[src/rtl/tl_params.svh]
`ifndef TL_PARAMS_SVH
`define TL_PARAMS_SVH

// Bus geometry, one beat carries the largest message
`define TL_DATA_W 64
`define TL_STRB_W 8
`define TL_ADDR_W 16
`define TL_SIZE_W 3

// Source and sink identifiers
`define TL_HOST_SRC_W 2
// Top two device source bits hold the translation tag
`define TL_DEV_SRC_W (`TL_HOST_SRC_W + 2)
`define TL_SINK_W 2

// Backing memory depth in bus words
`define TL_MEM_WORDS 256

`endif

[src/rtl/tl_pkg.sv]
`include "tl_params.svh"

package tl_pkg;

  typedef enum logic [2:0] {
    PutFullData    = 3'd0,
    PutPartialData = 3'd1,
    Get            = 3'd4,
    AcquireBlock   = 3'd6,
    AcquirePerm    = 3'd7
  } tl_a_op_e;

  typedef enum logic [2:0] {
    Release     = 3'd6,
    ReleaseData = 3'd7
  } tl_c_op_e;

  typedef enum logic [2:0] {
    AccessAck     = 3'd0,
    AccessAckData = 3'd1,
    Grant         = 3'd4,
    GrantData     = 3'd5,
    ReleaseAck    = 3'd6
  } tl_d_op_e;

  // Grow param on Acquire
  typedef enum logic [2:0] {
    NtoB = 3'd0,
    NtoT = 3'd1,
    BtoT = 3'd2
  } tl_grow_e;

  // Cap param on Grant, only trunk is ever handed out
  typedef enum logic [2:0] {
    toT = 3'd0
  } tl_cap_e;

  // Kept in the top two device source bits
  typedef enum logic [1:0] {
    TagPlain = 2'b00,
    TagAcq   = 2'b01,
    TagRel   = 2'b11
  } tl_tag_e;

  typedef struct packed {
    tl_a_op_e                  opcode;
    logic [2:0]                param;
    logic [`TL_SIZE_W-1:0]     size;
    logic [`TL_HOST_SRC_W-1:0] source;
    logic [`TL_ADDR_W-1:0]     address;
    logic [`TL_STRB_W-1:0]     mask;
    logic [`TL_DATA_W-1:0]     data;
  } host_a_t;

  typedef struct packed {
    tl_c_op_e                  opcode;
    logic [`TL_SIZE_W-1:0]     size;
    logic [`TL_HOST_SRC_W-1:0] source;
    logic [`TL_ADDR_W-1:0]     address;
    logic [`TL_DATA_W-1:0]     data;
  } host_c_t;

  typedef struct packed {
    tl_d_op_e                  opcode;
    logic [2:0]                param;
    logic [`TL_SIZE_W-1:0]     size;
    logic [`TL_HOST_SRC_W-1:0] source;
    logic [`TL_SINK_W-1:0]     sink;
    logic                      denied;
    logic [`TL_DATA_W-1:0]     data;
  } host_d_t;

  typedef struct packed {
    tl_a_op_e                 opcode;
    logic [2:0]               param;
    logic [`TL_SIZE_W-1:0]    size;
    logic [`TL_DEV_SRC_W-1:0] source;
    logic [`TL_ADDR_W-1:0]    address;
    logic [`TL_STRB_W-1:0]    mask;
    logic [`TL_DATA_W-1:0]    data;
  } dev_a_t;

  typedef struct packed {
    tl_d_op_e                 opcode;
    logic [`TL_SIZE_W-1:0]    size;
    logic [`TL_DEV_SRC_W-1:0] source;
    logic                     denied;
    logic [`TL_DATA_W-1:0]    data;
  } dev_d_t;

endpackage

[src/rtl/tl_link_if.sv]
`timescale 1ns/100ps

// Uncached link between the terminator and the memory
interface tl_link_if import tl_pkg::*; ();

  logic   a_valid;
  logic   a_ready;
  dev_a_t a_bits;

  logic   d_valid;
  logic   d_ready;
  dev_d_t d_bits;

  modport host (
    output a_valid, a_bits, d_ready,
    input  a_ready, d_valid, d_bits
  );

  modport device (
    input  a_valid, a_bits, d_ready,
    output a_ready, d_valid, d_bits
  );

endinterface

[src/rtl/tl_ram_terminator.sv]
`timescale 1ns/100ps

`include "tl_params.svh"

module tl_ram_terminator import tl_pkg::*; (
  input  logic                  clk_i,
  input  logic                  rst_ni,
  input  logic                  host_a_valid_i,
  input  host_a_t               host_a_i,
  output logic                  host_a_ready_o,
  input  logic                  host_c_valid_i,
  input  host_c_t               host_c_i,
  output logic                  host_c_ready_o,
  output logic                  host_d_valid_o,
  output host_d_t               host_d_o,
  input  logic                  host_d_ready_i,
  input  logic                  host_e_valid_i,
  input  logic [`TL_SINK_W-1:0] host_e_sink_i,
  tl_link_if.host               dev
);

  localparam int unsigned HostSrcW = `TL_HOST_SRC_W;
  localparam int unsigned OffW     = $clog2(`TL_STRB_W);

  // Byte mask of an aligned access of 2**size bytes
  function automatic logic [`TL_STRB_W-1:0] byte_mask(
    input logic [OffW-1:0]       addr,
    input logic [`TL_SIZE_W-1:0] size
  );
    int unsigned           nbytes;
    logic [`TL_STRB_W-1:0] ones;
    nbytes = (size >= OffW) ? `TL_STRB_W : (1 << size);
    ones   = (nbytes >= `TL_STRB_W) ? '1 : `TL_STRB_W'((1 << nbytes) - 1);
    return ones << (addr & ~(nbytes - 1));
  endfunction

  // Device A requesters: 0 acquire path, 1 release path
  logic   [1:0] dev_a_req_valid;
  logic   [1:0] dev_a_req_ready;
  dev_a_t [1:0] dev_a_req_bits;
  dev_a_t       acq_a;
  dev_a_t       rel_a;

  // Host D requesters: 0 device response, 1 local Grant, 2 local ReleaseAck
  logic    [2:0] d_req_valid;
  logic    [2:0] d_req_ready;
  host_d_t [2:0] d_req_bits;
  host_d_t       rsp_d;
  host_d_t       gnt_d;
  host_d_t       rack_d;

  logic    d_arb_valid;
  logic    d_arb_ready;
  host_d_t d_arb_bits;
  logic    local_grant;

  //////////////////////////////////////////////////////////////////////
  // Acquire path

  assign local_grant = host_a_i.opcode == AcquirePerm ||
                       (host_a_i.opcode == AcquireBlock && host_a_i.param == BtoT);

  assign dev_a_req_valid[0] = host_a_valid_i && !local_grant;
  assign d_req_valid[1]     = host_a_valid_i && local_grant;
  assign host_a_ready_o     = local_grant ? d_req_ready[1] : dev_a_req_ready[0];

  always_comb begin
    acq_a = '{opcode: host_a_i.opcode, param: '0, size: host_a_i.size,
              source: {TagPlain, host_a_i.source}, address: host_a_i.address,
              mask: host_a_i.mask, data: host_a_i.data};
    // Block fetch becomes a plain read, GrantData is rebuilt on the way back
    if (host_a_i.opcode == AcquireBlock) begin
      acq_a.opcode = Get;
      acq_a.source = {TagAcq, host_a_i.source};
    end
  end

  assign gnt_d = '{opcode: Grant, param: toT, size: host_a_i.size,
                   source: host_a_i.source, sink: '0, denied: 1'b0, data: '0};

  //////////////////////////////////////////////////////////////////////
  // Release path

  assign dev_a_req_valid[1] = host_c_valid_i && host_c_i.opcode == ReleaseData;
  assign d_req_valid[2]     = host_c_valid_i && host_c_i.opcode == Release;
  assign host_c_ready_o     = (host_c_i.opcode == Release) ? d_req_ready[2]
                                                           : dev_a_req_ready[1];

  assign rel_a = '{opcode: PutFullData, param: '0, size: host_c_i.size,
                   source: {TagRel, host_c_i.source}, address: host_c_i.address,
                   mask: byte_mask(host_c_i.address[OffW-1:0], host_c_i.size),
                   data: host_c_i.data};

  assign rack_d = '{opcode: ReleaseAck, param: '0, size: host_c_i.size,
                    source: host_c_i.source, sink: '0, denied: 1'b0, data: '0};

  //////////////////////////////////////////////////////////////////////
  // Response path

  assign d_req_valid[0] = dev.d_valid;
  assign dev.d_ready    = d_req_ready[0];

  always_comb begin
    rsp_d = '{opcode: dev.d_bits.opcode, param: '0, size: dev.d_bits.size,
              source: dev.d_bits.source[HostSrcW-1:0], sink: '0,
              denied: dev.d_bits.denied, data: dev.d_bits.data};
    case (dev.d_bits.source[HostSrcW +: 2])
      TagAcq: begin
        rsp_d.opcode = GrantData;
        rsp_d.param  = toT;
      end
      TagRel:  rsp_d.opcode = ReleaseAck;
      default: ;
    endcase
  end

  assign dev_a_req_bits = {rel_a, acq_a};
  assign d_req_bits     = {rack_d, gnt_d, rsp_d};

  tl_rr_arbiter #(
    .N         (2),
    .payload_t (dev_a_t)
  ) u_dev_a_arb (
    .clk_i       (clk_i),
    .rst_ni      (rst_ni),
    .req_valid_i (dev_a_req_valid),
    .req_bits_i  (dev_a_req_bits),
    .req_ready_o (dev_a_req_ready),
    .out_valid_o (dev.a_valid),
    .out_bits_o  (dev.a_bits),
    .out_ready_i (dev.a_ready)
  );

  tl_rr_arbiter #(
    .N         (3),
    .payload_t (host_d_t)
  ) u_host_d_arb (
    .clk_i       (clk_i),
    .rst_ni      (rst_ni),
    .req_valid_i (d_req_valid),
    .req_bits_i  (d_req_bits),
    .req_ready_o (d_req_ready),
    .out_valid_o (d_arb_valid),
    .out_bits_o  (d_arb_bits),
    .out_ready_i (d_arb_ready)
  );

  tl_sink_alloc u_sink_alloc (
    .clk_i       (clk_i),
    .rst_ni      (rst_ni),
    .in_valid_i  (d_arb_valid),
    .in_bits_i   (d_arb_bits),
    .in_ready_o  (d_arb_ready),
    .out_valid_o (host_d_valid_o),
    .out_bits_o  (host_d_o),
    .out_ready_i (host_d_ready_i),
    .ack_valid_i (host_e_valid_i),
    .ack_sink_i  (host_e_sink_i)
  );

endmodule

[src/rtl/tl_rr_arbiter.sv]
`timescale 1ns/100ps

module tl_rr_arbiter #(
  parameter int unsigned N = 2,
  parameter type payload_t = logic
) (
  input  logic                 clk_i,
  input  logic                 rst_ni,
  input  logic     [N-1:0]     req_valid_i,
  input  payload_t [N-1:0]     req_bits_i,
  output logic     [N-1:0]     req_ready_o,
  output logic                 out_valid_o,
  output payload_t             out_bits_o,
  input  logic                 out_ready_i
);

  localparam int unsigned IdxW = (N > 1) ? $clog2(N) : 1;

  logic [IdxW-1:0] ptr_q;
  logic [IdxW-1:0] hold_q;
  logic            hold_valid_q;
  logic [IdxW-1:0] pick;
  logic [IdxW-1:0] sel;
  logic            found;

  // First valid requester at or after the pointer
  always_comb begin
    int idx;
    pick  = ptr_q;
    found = 1'b0;
    for (int i = 0; i < N; i++) begin
      idx = (int'(ptr_q) + i) % N;
      if (!found && req_valid_i[idx]) begin
        pick  = IdxW'(idx);
        found = 1'b1;
      end
    end
  end

  // A stalled grant keeps its requester until it transfers
  assign sel         = hold_valid_q ? hold_q : pick;
  assign out_valid_o = req_valid_i[sel];
  assign out_bits_o  = req_bits_i[sel];

  for (genvar i = 0; i < N; i++) begin : g_ready
    assign req_ready_o[i] = out_ready_i && (sel == IdxW'(i));
  end

  always_ff @(posedge clk_i or negedge rst_ni) begin
    if (!rst_ni) begin
      ptr_q        <= '0;
      hold_q       <= '0;
      hold_valid_q <= 1'b0;
    end else if (out_valid_o && out_ready_i) begin
      ptr_q        <= (sel == IdxW'(N - 1)) ? '0 : sel + 1'b1;
      hold_valid_q <= 1'b0;
    end else if (out_valid_o) begin
      hold_q       <= sel;
      hold_valid_q <= 1'b1;
    end
  end

endmodule

[src/rtl/tl_sink_alloc.sv]
`timescale 1ns/100ps

`include "tl_params.svh"

module tl_sink_alloc import tl_pkg::*; (
  input  logic                  clk_i,
  input  logic                  rst_ni,
  input  logic                  in_valid_i,
  input  host_d_t               in_bits_i,
  output logic                  in_ready_o,
  output logic                  out_valid_o,
  output host_d_t               out_bits_o,
  input  logic                  out_ready_i,
  input  logic                  ack_valid_i,
  input  logic [`TL_SINK_W-1:0] ack_sink_i
);

  localparam int unsigned Sinks = 1 << `TL_SINK_W;

  logic [Sinks-1:0]      free_q;
  logic [Sinks-1:0]      free_d;
  logic [`TL_SINK_W-1:0] free_idx;
  logic                  any_free;
  logic                  is_grant;
  logic                  block;

  // Lowest free identifier wins
  always_comb begin
    free_idx = '0;
    any_free = 1'b0;
    for (int i = Sinks - 1; i >= 0; i--) begin
      if (free_q[i]) begin
        free_idx = `TL_SINK_W'(i);
        any_free = 1'b1;
      end
    end
  end

  assign is_grant = in_bits_i.opcode inside {Grant, GrantData};
  assign block    = is_grant && !any_free;

  // Hold the grant off entirely while the pool is empty
  assign out_valid_o = in_valid_i && !block;
  assign in_ready_o  = out_ready_i && !block;

  always_comb begin
    out_bits_o      = in_bits_i;
    out_bits_o.sink = is_grant ? free_idx : '0;
  end

  always_comb begin
    free_d = free_q;
    if (out_valid_o && out_ready_i && is_grant) begin
      free_d[free_idx] = 1'b0;
    end
    if (ack_valid_i) begin
      free_d[ack_sink_i] = 1'b1;
    end
  end

  always_ff @(posedge clk_i or negedge rst_ni) begin
    if (!rst_ni) begin
      free_q <= '1;
    end else begin
      free_q <= free_d;
    end
  end

endmodule

[src/flat_wrapper.sv]
// flat-port wrapper written by rule: the top's interface ports become plain ports
module tl_ram_terminator_flat import tl_pkg::*;
  (clk_i, rst_ni, host_a_valid_i, host_a_i, host_a_ready_o, host_c_valid_i, host_c_i, host_c_ready_o, host_d_valid_o, host_d_o, host_d_ready_i, host_e_valid_i, host_e_sink_i, dev_a_valid, dev_a_bits, dev_d_ready, dev_a_ready, dev_d_valid, dev_d_bits);
  tl_link_if dev_i ();
  input  logic clk_i;
  input  logic rst_ni;
  input  logic host_a_valid_i;
  input  host_a_t host_a_i;
  output logic host_a_ready_o;
  input  logic host_c_valid_i;
  input  host_c_t host_c_i;
  output logic host_c_ready_o;
  output logic host_d_valid_o;
  output host_d_t host_d_o;
  input  logic host_d_ready_i;
  input  logic host_e_valid_i;
  input  logic [`TL_SINK_W-1:0] host_e_sink_i;
  output wire logic [$bits(dev_i.a_valid)-1:0] dev_a_valid;
  output wire logic [$bits(dev_i.a_bits)-1:0] dev_a_bits;
  output wire logic [$bits(dev_i.d_ready)-1:0] dev_d_ready;
  input wire logic [$bits(dev_i.a_ready)-1:0] dev_a_ready;
  input wire logic [$bits(dev_i.d_valid)-1:0] dev_d_valid;
  input wire logic [$bits(dev_i.d_bits)-1:0] dev_d_bits;
  assign dev_a_valid = dev_i.a_valid;
  assign dev_a_bits = dev_i.a_bits;
  assign dev_d_ready = dev_i.d_ready;
  assign dev_i.a_ready = dev_a_ready;
  assign dev_i.d_valid = dev_d_valid;
  assign dev_i.d_bits = dev_d_bits;
  tl_ram_terminator u_core (.clk_i(clk_i), .rst_ni(rst_ni), .host_a_valid_i(host_a_valid_i), .host_a_i(host_a_i), .host_a_ready_o(host_a_ready_o), .host_c_valid_i(host_c_valid_i), .host_c_i(host_c_i), .host_c_ready_o(host_c_ready_o), .host_d_valid_o(host_d_valid_o), .host_d_o(host_d_o), .host_d_ready_i(host_d_ready_i), .host_e_valid_i(host_e_valid_i), .host_e_sink_i(host_e_sink_i), .dev(dev_i));
endmodule
[config.mk]
export PLATFORM = sky130hd
export DESIGN_NAME = tl_ram_terminator_flat
export DESIGN_NICKNAME = d
export VERILOG_FILES = /design/src/rtl/tl_pkg.sv /design/src/rtl/tl_link_if.sv /design/src/rtl/tl_ram_terminator.sv /design/src/rtl/tl_rr_arbiter.sv /design/src/rtl/tl_sink_alloc.sv /design/src/flat_wrapper.sv
export VERILOG_INCLUDE_DIRS = /design/src /design/src/rtl
export SDC_FILE = /design/constraint.sdc
export NUM_CORES = 1
export LEC_CHECK = 0
export CORE_AREA = 2 2 179 181
export DETAILED_ROUTE_END_ITERATION = 12
export DIE_AREA = 0 0 181 183
export DONT_BUFFER_PORTS = 1
export PLACE_DENSITY_LB_ADDON = 0.15
export SYNTH_ARGS = -nofsm -noshare
export SYNTH_HDL_FRONTEND = slang
export SYNTH_SLANG_ARGS = --single-unit
[constraint.sdc]
create_clock -name clk_i -period 3.8 [get_ports clk_i]
set_clock_uncertainty 0.2 [all_clocks]
set_input_delay 0.19 -clock clk_i [delete_from_list [all_inputs] [get_ports clk_i]]
set_output_delay 0.19 -clock clk_i [all_outputs]
set_load 0.01 [all_outputs]
Yosys cells after proc, flatten, opt, wreduce, memory -nomap -nowiden
Cells that the tools add are included.
{"block": "word_totals", "ff_bits": 12, "in_bits": 272, "output_inout_bits": 184}
{"block": "op_classes", "add_sub_neg": 7, "n_div": 3, "n_lt_le_gt_ge": 13, "eq_ne": 11, "shifts": 3, "muxes": 58, "bitwise_logic": 8, "reduce_logical": 35}
{"op": "two-way mux 101 bit", "n": 2}
{"op": "binary-select mux 78 bit (select 2 bit)", "n": 1}
{"op": "less-than comparator 32 x 4 -> 1 bit (second input constant)", "n": 3}
{"op": "two-way mux 78 bit", "n": 1}
{"op": "modulo 32 x 2 -> 32 bit (second input constant)", "n": 2}
{"op": "bitwise AND 3 x 32 -> 32 bit", "n": 1}
{"op": ">= comparator 32 x 4 -> 1 bit (second input constant)", "n": 1}
{"op": "modulo 2 x 2 -> 32 bit (second input constant)", "n": 1}
{"op": "two-way mux 32 bit", "n": 1}
{"op": "inverter 32 bit", "n": 1}
{"op": "left shift 1 x 3 -> 32 bit (first input constant)", "n": 1}
{"op": "left shift 1 x 32 -> 8 bit (first input constant)", "n": 1}
{"op": "left shift 8 x 32 -> 8 bit", "n": 1}
{"op": "subtractor 32 x 1 -> 32 bit (second input constant)", "n": 1}
{"op": "two-way mux 1 bit", "n": 31}
{"op": "logical AND 1 bit", "n": 22}
{"op": "two-way mux 2 bit", "n": 10}
{"op": "== test 3 bit (second input constant)", "n": 6}
{"op": "less-than comparator 2 x 3 -> 1 bit (second input constant)", "n": 3}
{"op": "binary-select mux 1 bit (select 2 bit)", "n": 4}
{"op": "two-way mux 4 bit", "n": 2}
{"op": "two-way mux 8 bit", "n": 1}
{"op": "subtractor 8 x 2 -> 8 bit (second input constant)", "n": 1}
{"op": "logical NOT 1 bit", "n": 6}
{"op": "21 further kinds", "n": 34}

Depth between registers and ports, before layout
Gate-level depths: netlist of run 1.
{"block": "logic_depth", "word_depth": 27, "mapped_depth": 12}

By module
From an unflattened synthesis of run 1, not the netlist that was laid out.
{"block": "hier_totals", "hier_cells": 1027, "area_unflattened_um2": 6718.9}
{"mod": "tl_rr_arbiter (u_core.u_dev_a_arb)", "instances": 1, "cells_per_inst": 518, "area_each_um2": 3020.4, "seq_area_each_um2": 75.1}
{"mod": "tl_rr_arbiter (u_core.u_host_d_arb)", "instances": 1, "cells_per_inst": 350, "area_each_um2": 2516.2, "seq_area_each_um2": 125.1}
{"mod": "tl_sink_alloc", "instances": 1, "cells_per_inst": 103, "area_each_um2": 813.3, "seq_area_each_um2": 105.1}
{"mod": "tl_ram_terminator", "instances": 1, "cells_per_inst": 56, "area_each_um2": 369.1, "seq_area_each_um2": 0.0}

Worst setup path after synthesis of run 1
Ideal clock, no wire load.
{"block": "synth_path", "path_kind": "flip-flop to output port", "from": "register u_core.u_host_d_arb.ptr_q[0]", "to": "output host_d_valid_o", "t_arrival_ps": 2583, "setup_slack_ps": 827, "stages_incl_launch_ff": 13, "cell_sequence": "dfrtp_1 inv_1 ha_1 nor2b_1 o21bai_1 a21o_1 a2111o_2 nand2_2 buf_4 nor3_2 or3_4 buf_6 a21boi_1"}
{"block": "synth_via", "elab_chain_cells": 19}
{"item": "from (decl)", "line_no": "tl_rr_arbiter.sv:19", "source": "logic [IdxW-1:0] ptr_q;"}
{"item": "from (signal assigned)", "line_no": "tl_rr_arbiter.sv:55", "source": "ptr_q <= (sel == IdxW'(N - 1)) ? '0 : sel + 1'b1;"}
{"item": "parallel branches: the longest is 10 deep, another holds modulo 32 x 2 -> 32 bit"}
{"item": "two-way mux 2 bit (*)", "line_no": "tl_rr_arbiter.sv:33", "source": "if (!found && req_valid_i[idx]) begin"}
{"item": "two-way mux 2 bit (*)", "line_no": "tl_rr_arbiter.sv:41", "source": "assign sel = hold_valid_q ? hold_q : pick;"}
{"item": "binary-select mux 78 bit (select 2 bit)", "line_no": "tl_rr_arbiter.sv:43", "source": "assign out_bits_o = req_bits_i[sel];"}
{"item": "two-way mux 78 bit (implied by the code)", "line_no": "tl_rr_arbiter.sv:43"}
{"item": "== test 3 bit", "line_no": "tl_sink_alloc.sv:39", "source": "assign is_grant = in_bits_i.opcode inside {Grant, GrantData};"}
{"item": "nonzero test 2 bit", "line_no": "tl_sink_alloc.sv:39"}
{"item": "logical AND 1 bit", "line_no": "tl_sink_alloc.sv:40", "source": "assign block = is_grant && !any_free;"}
{"item": "logical NOT 1 bit", "line_no": "tl_sink_alloc.sv:43", "source": "assign out_valid_o = in_valid_i && !block;"}
{"item": "logical AND 1 bit (*)", "line_no": "tl_sink_alloc.sv:43"}
{"item": "to (decl)", "line_no": "flat_wrapper.sv:13", "source": "output logic host_d_valid_o;"}
Every way passes the cells marked *. The select of a mux whose other input is x is not followed.

Worst setup path after layout of run 1
{"block": "layout_path", "from": "register u_core.u_host_d_arb.ptr_q[1]", "to": "register u_core.u_sink_alloc.free_q[2]"}
{"block": "layout_via", "elab_chain_cells": 24}
{"item": "parallel branches: the longest is 10 deep, another holds modulo 32 x 2 -> 32 bit"}
{"item": "two-way mux 2 bit (*)", "line_no": "tl_rr_arbiter.sv:33"}
{"item": "two-way mux 2 bit (*)", "line_no": "tl_rr_arbiter.sv:41"}
{"item": "binary-select mux 78 bit (select 2 bit)", "line_no": "tl_rr_arbiter.sv:43"}
{"item": "two-way mux 78 bit (implied by the code)", "line_no": "tl_rr_arbiter.sv:43"}
{"item": "== test 3 bit", "line_no": "tl_sink_alloc.sv:39"}
{"item": "nonzero test 2 bit", "line_no": "tl_sink_alloc.sv:39"}
{"item": "logical AND 1 bit", "line_no": "tl_sink_alloc.sv:40"}
{"item": "logical NOT 1 bit", "line_no": "tl_sink_alloc.sv:43"}
{"item": "logical AND 1 bit", "line_no": "tl_sink_alloc.sv:43"}
{"item": "logical AND 1 bit", "line_no": "tl_sink_alloc.sv:53", "source": "if (out_valid_o && out_ready_i && is_grant) begin"}
{"item": "logical AND 1 bit (*)", "line_no": "tl_sink_alloc.sv:53"}
{"item": "two-way mux 4 bit (*)", "line_no": "tl_sink_alloc.sv:53"}
{"item": "bitwise OR 4 bit (no source line)"}
{"item": "two-way mux 4 bit (*)", "line_no": "tl_sink_alloc.sv:56", "source": "if (ack_valid_i) begin"}
{"item": "net u_core.u_sink_alloc.free_d[2]", "line_no": "tl_sink_alloc.sv:21", "source": "logic [Sinks-1:0] free_d;"}
{"item": "to (signal assigned)", "line_no": "tl_sink_alloc.sv:65", "source": "free_q <= free_d;"}
{"item": "to (decl)", "line_no": "tl_sink_alloc.sv:20", "source": "logic [Sinks-1:0] free_q;"}
Mark *: on every way through the listed nets, which the timed path passes. The select of a mux whose other input is x is not followed.
A chain may end at the register's enable or synchronous reset.

==> results.yml, run 1 <==
routing:
  dr.pass1.iters: 4
  vias: 3052
  ant_nets: 0
  wl_mm: 18.1
  viasPerCell: 3.87
  drt_iter0_drc: 171
  drc_errors: 0
  detail_route.wl_per_cell_um: 22.9
min_path:
  hold_class: "input port to flop"
  min_path_cells: 3
  min_from: "host_e_valid_i"
synth:
  ys_types: 60
  syn_avg_cell_area_um2: 7.86
  async_reset_ff_share_pct: 100
  synth-compound-area-share_pct: 16.8
  synth_top_area_share_pct: 31.8
  ys_warn_count: 0
  ys_seq_elements: 12
  synth_area_leader_cell: "mux2_2"
  synth_fa_ha_area_share_pct: 1.58
  synth_xor_area_share_pct: 0
  syn_inst: 383
  seq_area_frac_synth_pct: 10.1
  ys.flop_type: "dfrtp_1"
  synthMuxAreaShare_pct: 35.1
  netlist_area_um2: 3010
  synthTopCellsByCount: "mux2_2, and2_1, nand2_1"
  ys_top_cells_by_area: "mux2_2, and2_1, dfrtp_1, nand2_1, dfstp_2"
  yosys.area_share.simple_pct: 29.2
  synth.most_common_cell: "mux2_2"
  synth_top_family_by_area: "multiplexers"
  synth_edf_count: 0
setup_path:
  crit_fanout: 10
  r2r-start: "u_core.u_host_d_arb.ptr_q[1]$_DFFE_PN0P_"
  critPathLaunchType: "flop"
  required_ns: 3.78
  rr_worst_depth: 11
  crit_cells: 11
  crit_buf_inv: 2
  end_kind: "flop"
  cpLargestDelayFamily: "simple AND/OR/NAND/NOR gates"
  slowest_stage: "dlygate4sd3_1"
  arrival_ns: 3.56
  worstPathCellList: "inv_1 > ha_1 > nor2b_1 > o21ai_0 > nand3_1 > a2111o_2 > nand2_4 > nor3_2 > or3_4 > a32oi_2 > dlygate4sd3_1"
  startpoint: "u_core.u_host_d_arb.ptr_q[1]$_DFFE_PN0P_"
  cpPeakStageDelay_ns: 0.57
  crit_type: "flop to flop"
die:
  fp-row-count: 65
  fp.dieH_um: 183
  io_pins: 456
  die_area_um2: 33100
  start_util_pct: 9.64
  die_width_um: 181
  core_um2: 31200
clock_tree:
  cts_buffers: 3
  post_cts_buffers: 0
  cts_tree: "built"
  h-tree-depth: 1
  clk-insertion-delay-late_ns: 0.24
  cts-root-buf: "clkbuf_16"
  path_clk_slew_ns: 0.05
  clock-sinks: 12
  max-clock-path-buffers: 2
layout:
  syn2layout_area_growth_pct: 21.2
  layout-drive-gt1-share_pct: 30.7
  final_net_count: 654
  postLayoutCoreUtil_pct: 11.7
  final_area_um2: 3650
place:
  place_area_um2: 3450
  place.gp.congestion: 0.821
  portBuffers: 0
  dp_hpwl_mm: 16.1
  place_ws_ns: 0.609
grt:
  grt_usage_pct: 9.67
  grt_pass1_wl_mm: 22.8
  grt_max_degree: 102
  grt_pass1_vias: 2987
  top_usage_layer: "met2"
  use_met1_pct: 10.2
  grt_overflow: 0
  antenna_found_initial: 9
  met3_usage_pct: 2.05
  grt_use_met2_pct: 18.8
pwr:
  p_seq_share_pct: 8.3
  ir_worst_vdd_mv: 0.393
  power.switching_mw: 1.68
  comb_power_share_pct: 84.3
  p_clk_share_pct: 7.4
  switching_share_pct: 56.0
  power_mw: 2.99
  cellPowerDensity_nw_per_um2: 821
  intPower_mw: 1.32
  leakage_nw: 1.28
sta:
  finalSetupViolations: 0
  fin_crit_sh_pct: 94.1
  finalHoldViolCount: 0
  worst_slew_pin_slew_ns: 0.625
  slew-limit-headroom_pct: 58.2
  tns_ns: 0
  worst_slack_ns: 0.225
  fmax_mhz: 280
  fin_crit_ns: 3.58
  rsz0062_at_grt: "no"
  slew_violations: 0
job:
  max_cap_violations: 0
status:
  outcome: "completed"
## metrics by stage
step / hold WS (ns) / cells
3_3_place_gp: -0.305 / 768
5_1_grt: 0.0263 / 787
2_1_floorplan: -0.306 / 388
6_report: 0.0147 / 788
3_5_place_dp: -0.305 / 768
4_1_cts: 0.0115 / 780
## final cells by class
class	count	area, um^2
well taps	402	503
repair buffers	15	145
inverters	12	45.0
flip-flops and latches	12	305
fillers	3574	27600
clock buffers	4	88.8
multi-input cells	335	2540
diodes	8	20.0
## sequential cells by signal, summed over array words and instances (netlist names)
| register | cells |
|---|---|
| u_core.u_dev_a_arb.hold_q | 1 |
| u_core.u_dev_a_arb.hold_valid_q | 1 |
| u_core.u_dev_a_arb.ptr_q | 1 |
| u_core.u_host_d_arb.hold_q | 2 |
| u_core.u_host_d_arb.hold_valid_q | 1 |
| u_core.u_host_d_arb.ptr_q | 2 |
| u_core.u_sink_alloc.free_q | 4 |
## cell families after synthesis
logic type,count (synthesis)
adder cells (fa/ha/maj),4
multiplexers,95
other,2
AO/OA/AOI/OAI,73
AND/OR/NAND/NOR,156
flip-flops,12
buffers and inverters,41
## final timing paths
| path | end | slack [ns] |
|---|---|---|
| max | u_core.u_sink_alloc.free_q[2]$_DFF_PN1_ | 0.22 |
| min | u_core.u_sink_alloc.free_q[0]$_DFF_PN1_ | 0.01 |
| max reg2reg | u_core.u_sink_alloc.free_q[2]$_DFF_PN1_ | 0.22 |
| min reg2reg | u_core.u_sink_alloc.free_q[0]$_DFF_PN1_ | 0.31 |
| max in group asynchronous | u_core.u_dev_a_arb.hold_q$_DFFE_PN0P_ | 2.79 |
| min in group asynchronous | u_core.u_host_d_arb.hold_q[0]$_DFFE_PN0P_ | 0.20 |
## per-layer routing
metal	share of wire (%)	vias up	routed length, um
met2	52	293	9470
met4	3.1	0	556
met5	0	-	0
met1	36	1390	6530
li1	-	1347	-
met3	8.4	22	1520
## power groups by stage
stage	Combinational (mW)	Sequential, mW	Clock [mW]
2_1_floorplan	2.12	0.228	0
3_3_place_gp	2.56	0.251	0
3_5_place_dp	2.52	0.251	0
4_1_cts	2.56	0.250	0.225
5_1_grt	2.70	0.260	0.231
6_report	2.52	0.250	0.220
## placed cells by master (no fill, tap or decap), types with 2 or more instances in the layout
cell | synthesis | routed
o31ai_1 | 5 | 5
mux2_2 | 85 | 85
a21o_1 | 5 | 5
or4_1 | 2 | 2
o21ai_0 | 17 | 17
nand2_1 | 29 | 29
nor2_1 | 22 | 21
a21boi_0 | 2 | 2
dfrtp_1 | 8 | 8
dlygate4sd3_1 | 0 | 8
mux2i_1 | 10 | 9
nand3b_1 | 2 | 2
nand3_1 | 4 | 4
diode_2 | 0 | 8
nor2b_1 | 5 | 5
and2_1 | 69 | 69
nor3_1 | 4 | 4
o21bai_1 | 3 | 3
dfstp_2 | 4 | 4
a31oi_1 | 4 | 4
conb_1 | 2 | 7
o21ai_1 | 2 | 2
nand4b_1 | 2 | 2
a211oi_1 | 3 | 3
a21oi_1 | 15 | 15
clkbuf_16 | 0 | 3
ha_1 | 3 | 3
inv_1 | 12 | 12
buf_4 | 8 | 6
nand4_1 | 2 | 2
nand2b_1 | 4 | 4
o21a_1 | 2 | 2
## worst min-delay path, cell delays in order
cell and delay [ns]:
nor3b_1 0.13, nor2_1 0.08, a31oi_1 0.05
## timing repair
action,CTS,global route
endpoints found under the setup margin,0,1
endpoints found under the hold margin,19,0
hold buffers,8,0
gates resized for setup,0,1
No activity file was read; power rests on OpenSTA's default activity.
==> run 2, diff against run 1 <==
PLACE_DENSITY = 0.31   (was not set)
PLACE_DENSITY_LB_ADDON = not set   (was 0.15)
==> run 2 against run 1 <==
Effect of this change: sequential share of layout area hardly changed; final area is 0.31% higher; setup slack worse by 0.010 ns; worst hold slack worse by 0.0017 ns; final cell count is 0.13% lower; critical path depth stayed put; combinational power is 6% higher; first-iteration DRC count is 20% lower; sequential power hardly changed; critical path type unchanged; largest power group unchanged.
==> results.yml, run 2 (synthesized netlist as in run 1, its figures left out) <==
status:
  outcome: "completed"
layout:
  layout_commonest_cell: "mux2_2"
  mostFrequentLayoutCells: "mux2_2, and2_1, nand2_1, nor2_1, o21ai_0"
  final_net_count: 655
  largest_reg_flops: 4
  postLayoutCoreUtil_pct: 11.7
  reg_top3: "u_core.u_sink_alloc.free_q: 4 flops, u_core.u_host_d_arb.hold_q: 2 flops, u_core.u_host_d_arb.ptr_q: 2 flops"
  syn2layout_area_growth_pct: 21.6
  largest_register: "u_core.u_sink_alloc.free_q"
  layout-drive-gt1-share_pct: 30.9
clock_tree:
  clk-insertion-delay-late_ns: 0.24
  clock-sinks: 12
  cts_tree: "built"
  cts_buffers: 3
  h-tree-depth: 1
  max-clock-path-buffers: 2
  path_clk_slew_ns: 0.05
  cts-root-buf: "clkbuf_16"
sta:
  slew_violations: 0
  finalSetupViolations: 0
  slew-limit-headroom_pct: 39.5
  worst_slew_pin_slew_ns: 0.898
  finalHoldViolCount: 0
  fin_crit_sh_pct: 94.3
  fmax_mhz: 279
  rsz0062_at_grt: "no"
  fin_crit_ns: 3.59
  tns_ns: 0
min_path:
  hold_class: "input port to flop"
  min_from: "host_e_valid_i"
  min_path_cells: 3
  hold_end: "u_core.u_sink_alloc.free_q[0]$_DFF_PN1_"
routing:
  drc_errors: 0
  dr.pass1.iters: 4
  vias: 3094
  detail_route.wl_per_cell_um: 26.4
  wl_mm: 20.8
  drt_iter0_drc: 136
  ant_nets: 0
  viasPerCell: 3.93
die:
  die_area_um2: 33100
  fp.dieH_um: 183
  start_util_pct: 9.64
  io_pins: 456
  die_width_um: 181
  core_um2: 31200
  fp-row-count: 65
setup_path:
  rr_worst_depth: 11
  crit_type: "flop to flop"
  crit_top_cell: "inv_1"
  critPathLaunchType: "flop"
  r2r_setup_slack_ns: 0.21
  r2r_end: "u_core.u_sink_alloc.free_q[2]$_DFF_PN1_"
  arrival_ns: 3.56
  crit_fanout: 12
  cpPeakStageDelay_ns: 0.58
  worstPathCellList: "inv_1 > ha_1 > inv_1 > or4_1 > nor2_1 > a2111o_2 > nand2_8 > and3_4 > or3_4 > a32oi_2 > dlygate4sd3_1"
  required_ns: 3.78
  r2r-start: "u_core.u_host_d_arb.ptr_q[0]$_DFFE_PN0P_"
  slowest_stage: "dlygate4sd3_1"
  end_kind: "flop"
pwr:
  leakage_nw: 1.29
  ir_worst_vdd_mv: 0.273
  cellPowerDensity_nw_per_um2: 854
grt:
  grt_overflow: 0
  grt_usage_pct: 11.5
  antenna_found_initial: 18
  grt_pass1_wl_mm: 26.0
  grt_max_degree: 73
  grt_pass1_vias: 2911
place:
  place.gp.congestion: 0.901
  portBuffers: 0
  dp_hpwl_mm: 19.0
job:
  max_cap_violations: 0
==> run 2: changes by cell type in the layout (fill, tap and decap cells not counted) <==
| cell | change |
|---|---|
| diode_2 | -2 |
| buf_4 | +1 |
| nand2_4 | -1 |
| nand2_8 | +1 |
==> run 2: report_power, final <==
group,switching [mW],internal [mW]
Clock,0.0564,0.159
Sequential,0.0584,0.190
Combinational,1.68,0.987
Total,1.79,1.34
==> run 2: cell type report <==
class	count	area (um^2)
fill	3579	27600
multi-input combinational	335	2550
tap	402	503
sequential	12	305
timing repair buffer	16	153
clock buffer	4	88.8
inverter	12	45.0
antenna	6	15.0
==> run 2: worst max-delay path by stage <==
stage / start / end / slack, ns / cells after the start
2_1_floorplan: u_core.u_host_d_arb.ptr_q[0]$_DFFE_PN0P_ / host_d_valid_o / 0.83 / 12
3_3_place_gp: u_core.u_host_d_arb.ptr_q[0]$_DFFE_PN0P_ / host_d_o[67] / 0.40 / 10
3_5_place_dp: u_core.u_host_d_arb.ptr_q[0]$_DFFE_PN0P_ / host_c_ready_o / 0.40 / 10
4_1_cts: u_core.u_host_d_arb.ptr_q[0]$_DFFE_PN0P_ / u_core.u_sink_alloc.free_q[2]$_DFF_PN1_ / 0.1 / 11
5_1_grt: u_core.u_host_d_arb.ptr_q[0]$_DFFE_PN0P_ / u_core.u_sink_alloc.free_q[2]$_DFF_PN1_ / 0.03 / 11
6_report: u_core.u_host_d_arb.ptr_q[0]$_DFFE_PN0P_ / u_core.u_sink_alloc.free_q[2]$_DFF_PN1_ / 0.21 / 11
==> run 2: what timing repair did <==
item | in CTS | in global routing
endpoints found under the hold margin | 19 | 0
resized for setup | 0 | 2
hold buffers | 8 | 0
endpoints found under the setup margin | 0 | 3
buffers inserted | 0 | 0
==> run 2: metrics by stage <==
step | total power [mW] | setup WS (ns) | std cells | cell area, um^2 | hold WS (ns)
after floorplan | 2.35 | 0.827 | 388 | 3030 | -0.306
after global placement | 2.96 | 0.403 | 769 | 3460 | -0.305
after detailed placement | 2.92 | 0.400 | 769 | 3460 | -0.305
after CTS | 3.18 | 0.0979 | 781 | 3630 | 0.000554
after global routing | 3.35 | 0.0269 | 786 | 3660 | 0.0208
final | 3.13 | 0.215 | 787 | 3660 | 0.0130
==> run 2: per-layer routing <==
metal | vias up | track usage [%] | share of wire, %
li1 | 1349 | - | -
met1 | 1366 | 10.4 | 31
met2 | 323 | 24.2 | 56
met3 | 52 | 4.03 | 11
met4 | 4 | 1.82 | 2.7
met5 | - | 0 | 0.13
==> run 2: critical path, delay by kind of cell (launching register included) <==
kind                       cells  cell delay [ns]
DFF                            1             0.38
AOI/OAI and AO/OA              2             0.38
and+or+nand+nor                5             1.46
adders and majority gates      1             0.37
buffers and inverters          3             0.75
==> run 3, diff against run 2 <==
CORE_AREA = 5 5 177 179   (was 2 2 179 181)
DIE_AREA = 0 0 182 184   (was 0 0 181 183)
==> run 3 against run 2 <==
Effect of this change: utilization grew 0.72 points; first-iteration DRC count down 32%; die area is 1.1% higher; highest routed layer unchanged; critical path depth is the same.
==> results.yml, run 3 (synthesized netlist as in run 1, its figures left out) <==
routing:
  vias: 3051
  drt_iter0_drc: 92
  drc_errors: 0
  dr.pass1.iters: 4
  detail_route.wl_per_cell_um: 28.2
  ant_nets: 0
  viasPerCell: 3.91
  wl_mm: 22.0
clock_tree:
  max-clock-path-buffers: 2
  cts_buffers: 3
  clk-insertion-delay-late_ns: 0.24
  cts-root-buf: "clkbuf_16"
  clock-sinks: 12
  cts_tree: "built"
  h-tree-depth: 1
  path_clk_slew_ns: 0.05
setup_path:
  worstPathCellList: "inv_1 > ha_1 > inv_1 > or4_1 > nor2_1 > a2111o_2 > nand2_4 > and3_4 > or3_4 > a32oi_2 > dlygate4sd3_1"
  crit_type: "flop to flop"
  cpPeakStageDelay_ns: 0.56
  critPathLaunchType: "flop"
  slowest_stage: "dlygate4sd3_1"
  crit_fanout: 12
  crit_top_cell: "inv_1"
  end_kind: "flop"
  crit_buf_inv: 3
  cpLargestDelayFamily: "simple AND/OR/NAND/NOR gates"
  required_ns: 3.78
  arrival_ns: 3.56
sta:
  slew-limit-headroom_pct: 49.1
  tns_ns: 0
  finalHoldViolCount: 0
  fmax_mhz: 279
  rsz0062_at_grt: "no"
  worst_slew_pin_slew_ns: 0.757
  timing.hold.ws_ns: 0.0116
  finalSetupViolations: 0
  fin_crit_ns: 3.58
  slew_violations: 0
  fin_crit_sh_pct: 94.2
pwr:
  cellPowerDensity_nw_per_um2: 837
  ir_worst_vdd_mv: 0.373
  power_mw: 3.06
  leakage_nw: 1.30
die:
  io_pins: 456
  die_width_um: 182
  fp.dieH_um: 184
  core_um2: 29400
  start_util_pct: 10.2
  fp-row-count: 63
  die_area_um2: 33500
layout:
  reg_top3: "u_core.u_sink_alloc.free_q: 4 flops, u_core.u_host_d_arb.hold_q: 2 flops, u_core.u_host_d_arb.ptr_q: 2 flops"
  largest_register: "u_core.u_sink_alloc.free_q"
  layout_commonest_cell: "mux2_2"
  syn2layout_area_growth_pct: 21.5
  layout-drive-gt1-share_pct: 30.9
  largest_reg_flops: 4
  postLayoutCoreUtil_pct: 12.4
  final_net_count: 658
  mostFrequentLayoutCells: "mux2_2, and2_1, nand2_1, nor2_1, o21ai_0"
grt:
  antenna_found_initial: 21
  grt_max_degree: 98
  grt_pass1_vias: 3158
  grt_pass1_wl_mm: 27.2
  grt_usage_pct: 11.7
  grt_overflow: 0
job:
  max_cap_violations: 0
min_path:
  hold_class: "input port to flop"
place:
  portBuffers: 0
  place.gp.congestion: 0.820
  dp_hpwl_mm: 20.2
status:
  outcome: "completed"
[run 3: cell types whose count changed in the layout (fill, tap and decap cells not counted), sizes merged]
cell / before / now
dlygate4sd3: 8 / 9
buf: 8 / 10
diode: 6 / 9
[run 3: worst register-to-register path, stage by stage, from the launching register on]
cell and delay (ns):
dfrtp_1 0.36, inv_1 0.06, ha_1 0.37, inv_1 0.10
or4_1 0.50, nor2_1 0.11, a2111o_2 0.18, nand2_4 0.16
and3_4 0.27, or3_4 0.45, a32oi_2 0.18, dlygate4sd3_1 0.56
[run 3: timing repair]
item | 4_1_cts | 5_1_grt
resized for setup | 0 | 1
setup endpoints to repair | 0 | 1
endpoints found under the hold margin | 19 | 0
hold buffers | 9 | 0
setup buffers | 0 | 0
[run 3: power by group]
part           internal (mW)  total [mW]  switching (mW)  leakage (nW)
clock                  0.142       0.202          0.0602        0.0382
sequential             0.190       0.247          0.0565         0.136
combinational          0.984        2.61            1.63          1.12
[run 3: per-stage QoR]
stage          worst slack (ns)  cell area (um^2)  std cells
6_report                  0.219              3660        781
4_1_cts                  0.0740              3630        772
5_1_grt                  0.0224              3650        777
2_1_floorplan             0.827              3030        388
3_5_place_dp              0.494              3460        759
3_3_place_gp              0.511              3460        759
[run 3: layout make-up]
| cell class | count | area (um^2) |
|---|---|---|
| Antenna cell | 9 | 22.5 |
| Clock buffer | 4 | 78.8 |
| Fill cell | 3392 | 25700 |
| Inverter | 12 | 45.0 |
| Multi-Input combinational cell | 335 | 2540 |
| Sequential cell | 12 | 305 |
| Tap cell | 390 | 488 |
| Timing Repair Buffer | 19 | 178 |
[run 3: final timing paths]
path	start	end	slack (ns)	cells after the start
max in group asynchronous	rst_ni	u_core.u_dev_a_arb.ptr_q$_DFFE_PN0P_	2.77	1
min in group asynchronous	rst_ni	u_core.u_host_d_arb.hold_q[0]$_DFFE_PN0P_	0.21	1
setup reg to reg	u_core.u_host_d_arb.ptr_q[0]$_DFFE_PN0P_	u_core.u_sink_alloc.free_q[2]$_DFF_PN1_	0.22	11
hold reg to reg	u_core.u_sink_alloc.free_q[0]$_DFF_PN1_	u_core.u_sink_alloc.free_q[0]$_DFF_PN1_	0.31	2
hold / removal	host_e_sink_i[1]	u_core.u_sink_alloc.free_q[3]$_DFF_PN1_	0.01	2
setup / recovery	u_core.u_host_d_arb.ptr_q[0]$_DFFE_PN0P_	u_core.u_sink_alloc.free_q[2]$_DFF_PN1_	0.22	11
[run 3: layer usage]
layer	GRT usage (%)	vias up	share of wire (%)	routed length (um)
met5	0	-	0.31	69
li1	-	1365	-	-
met3	5.01	28	11	2510
met4	1.17	12	0.70	153
met2	23.5	292	55	12100
met1	11.5	1354	32	7130
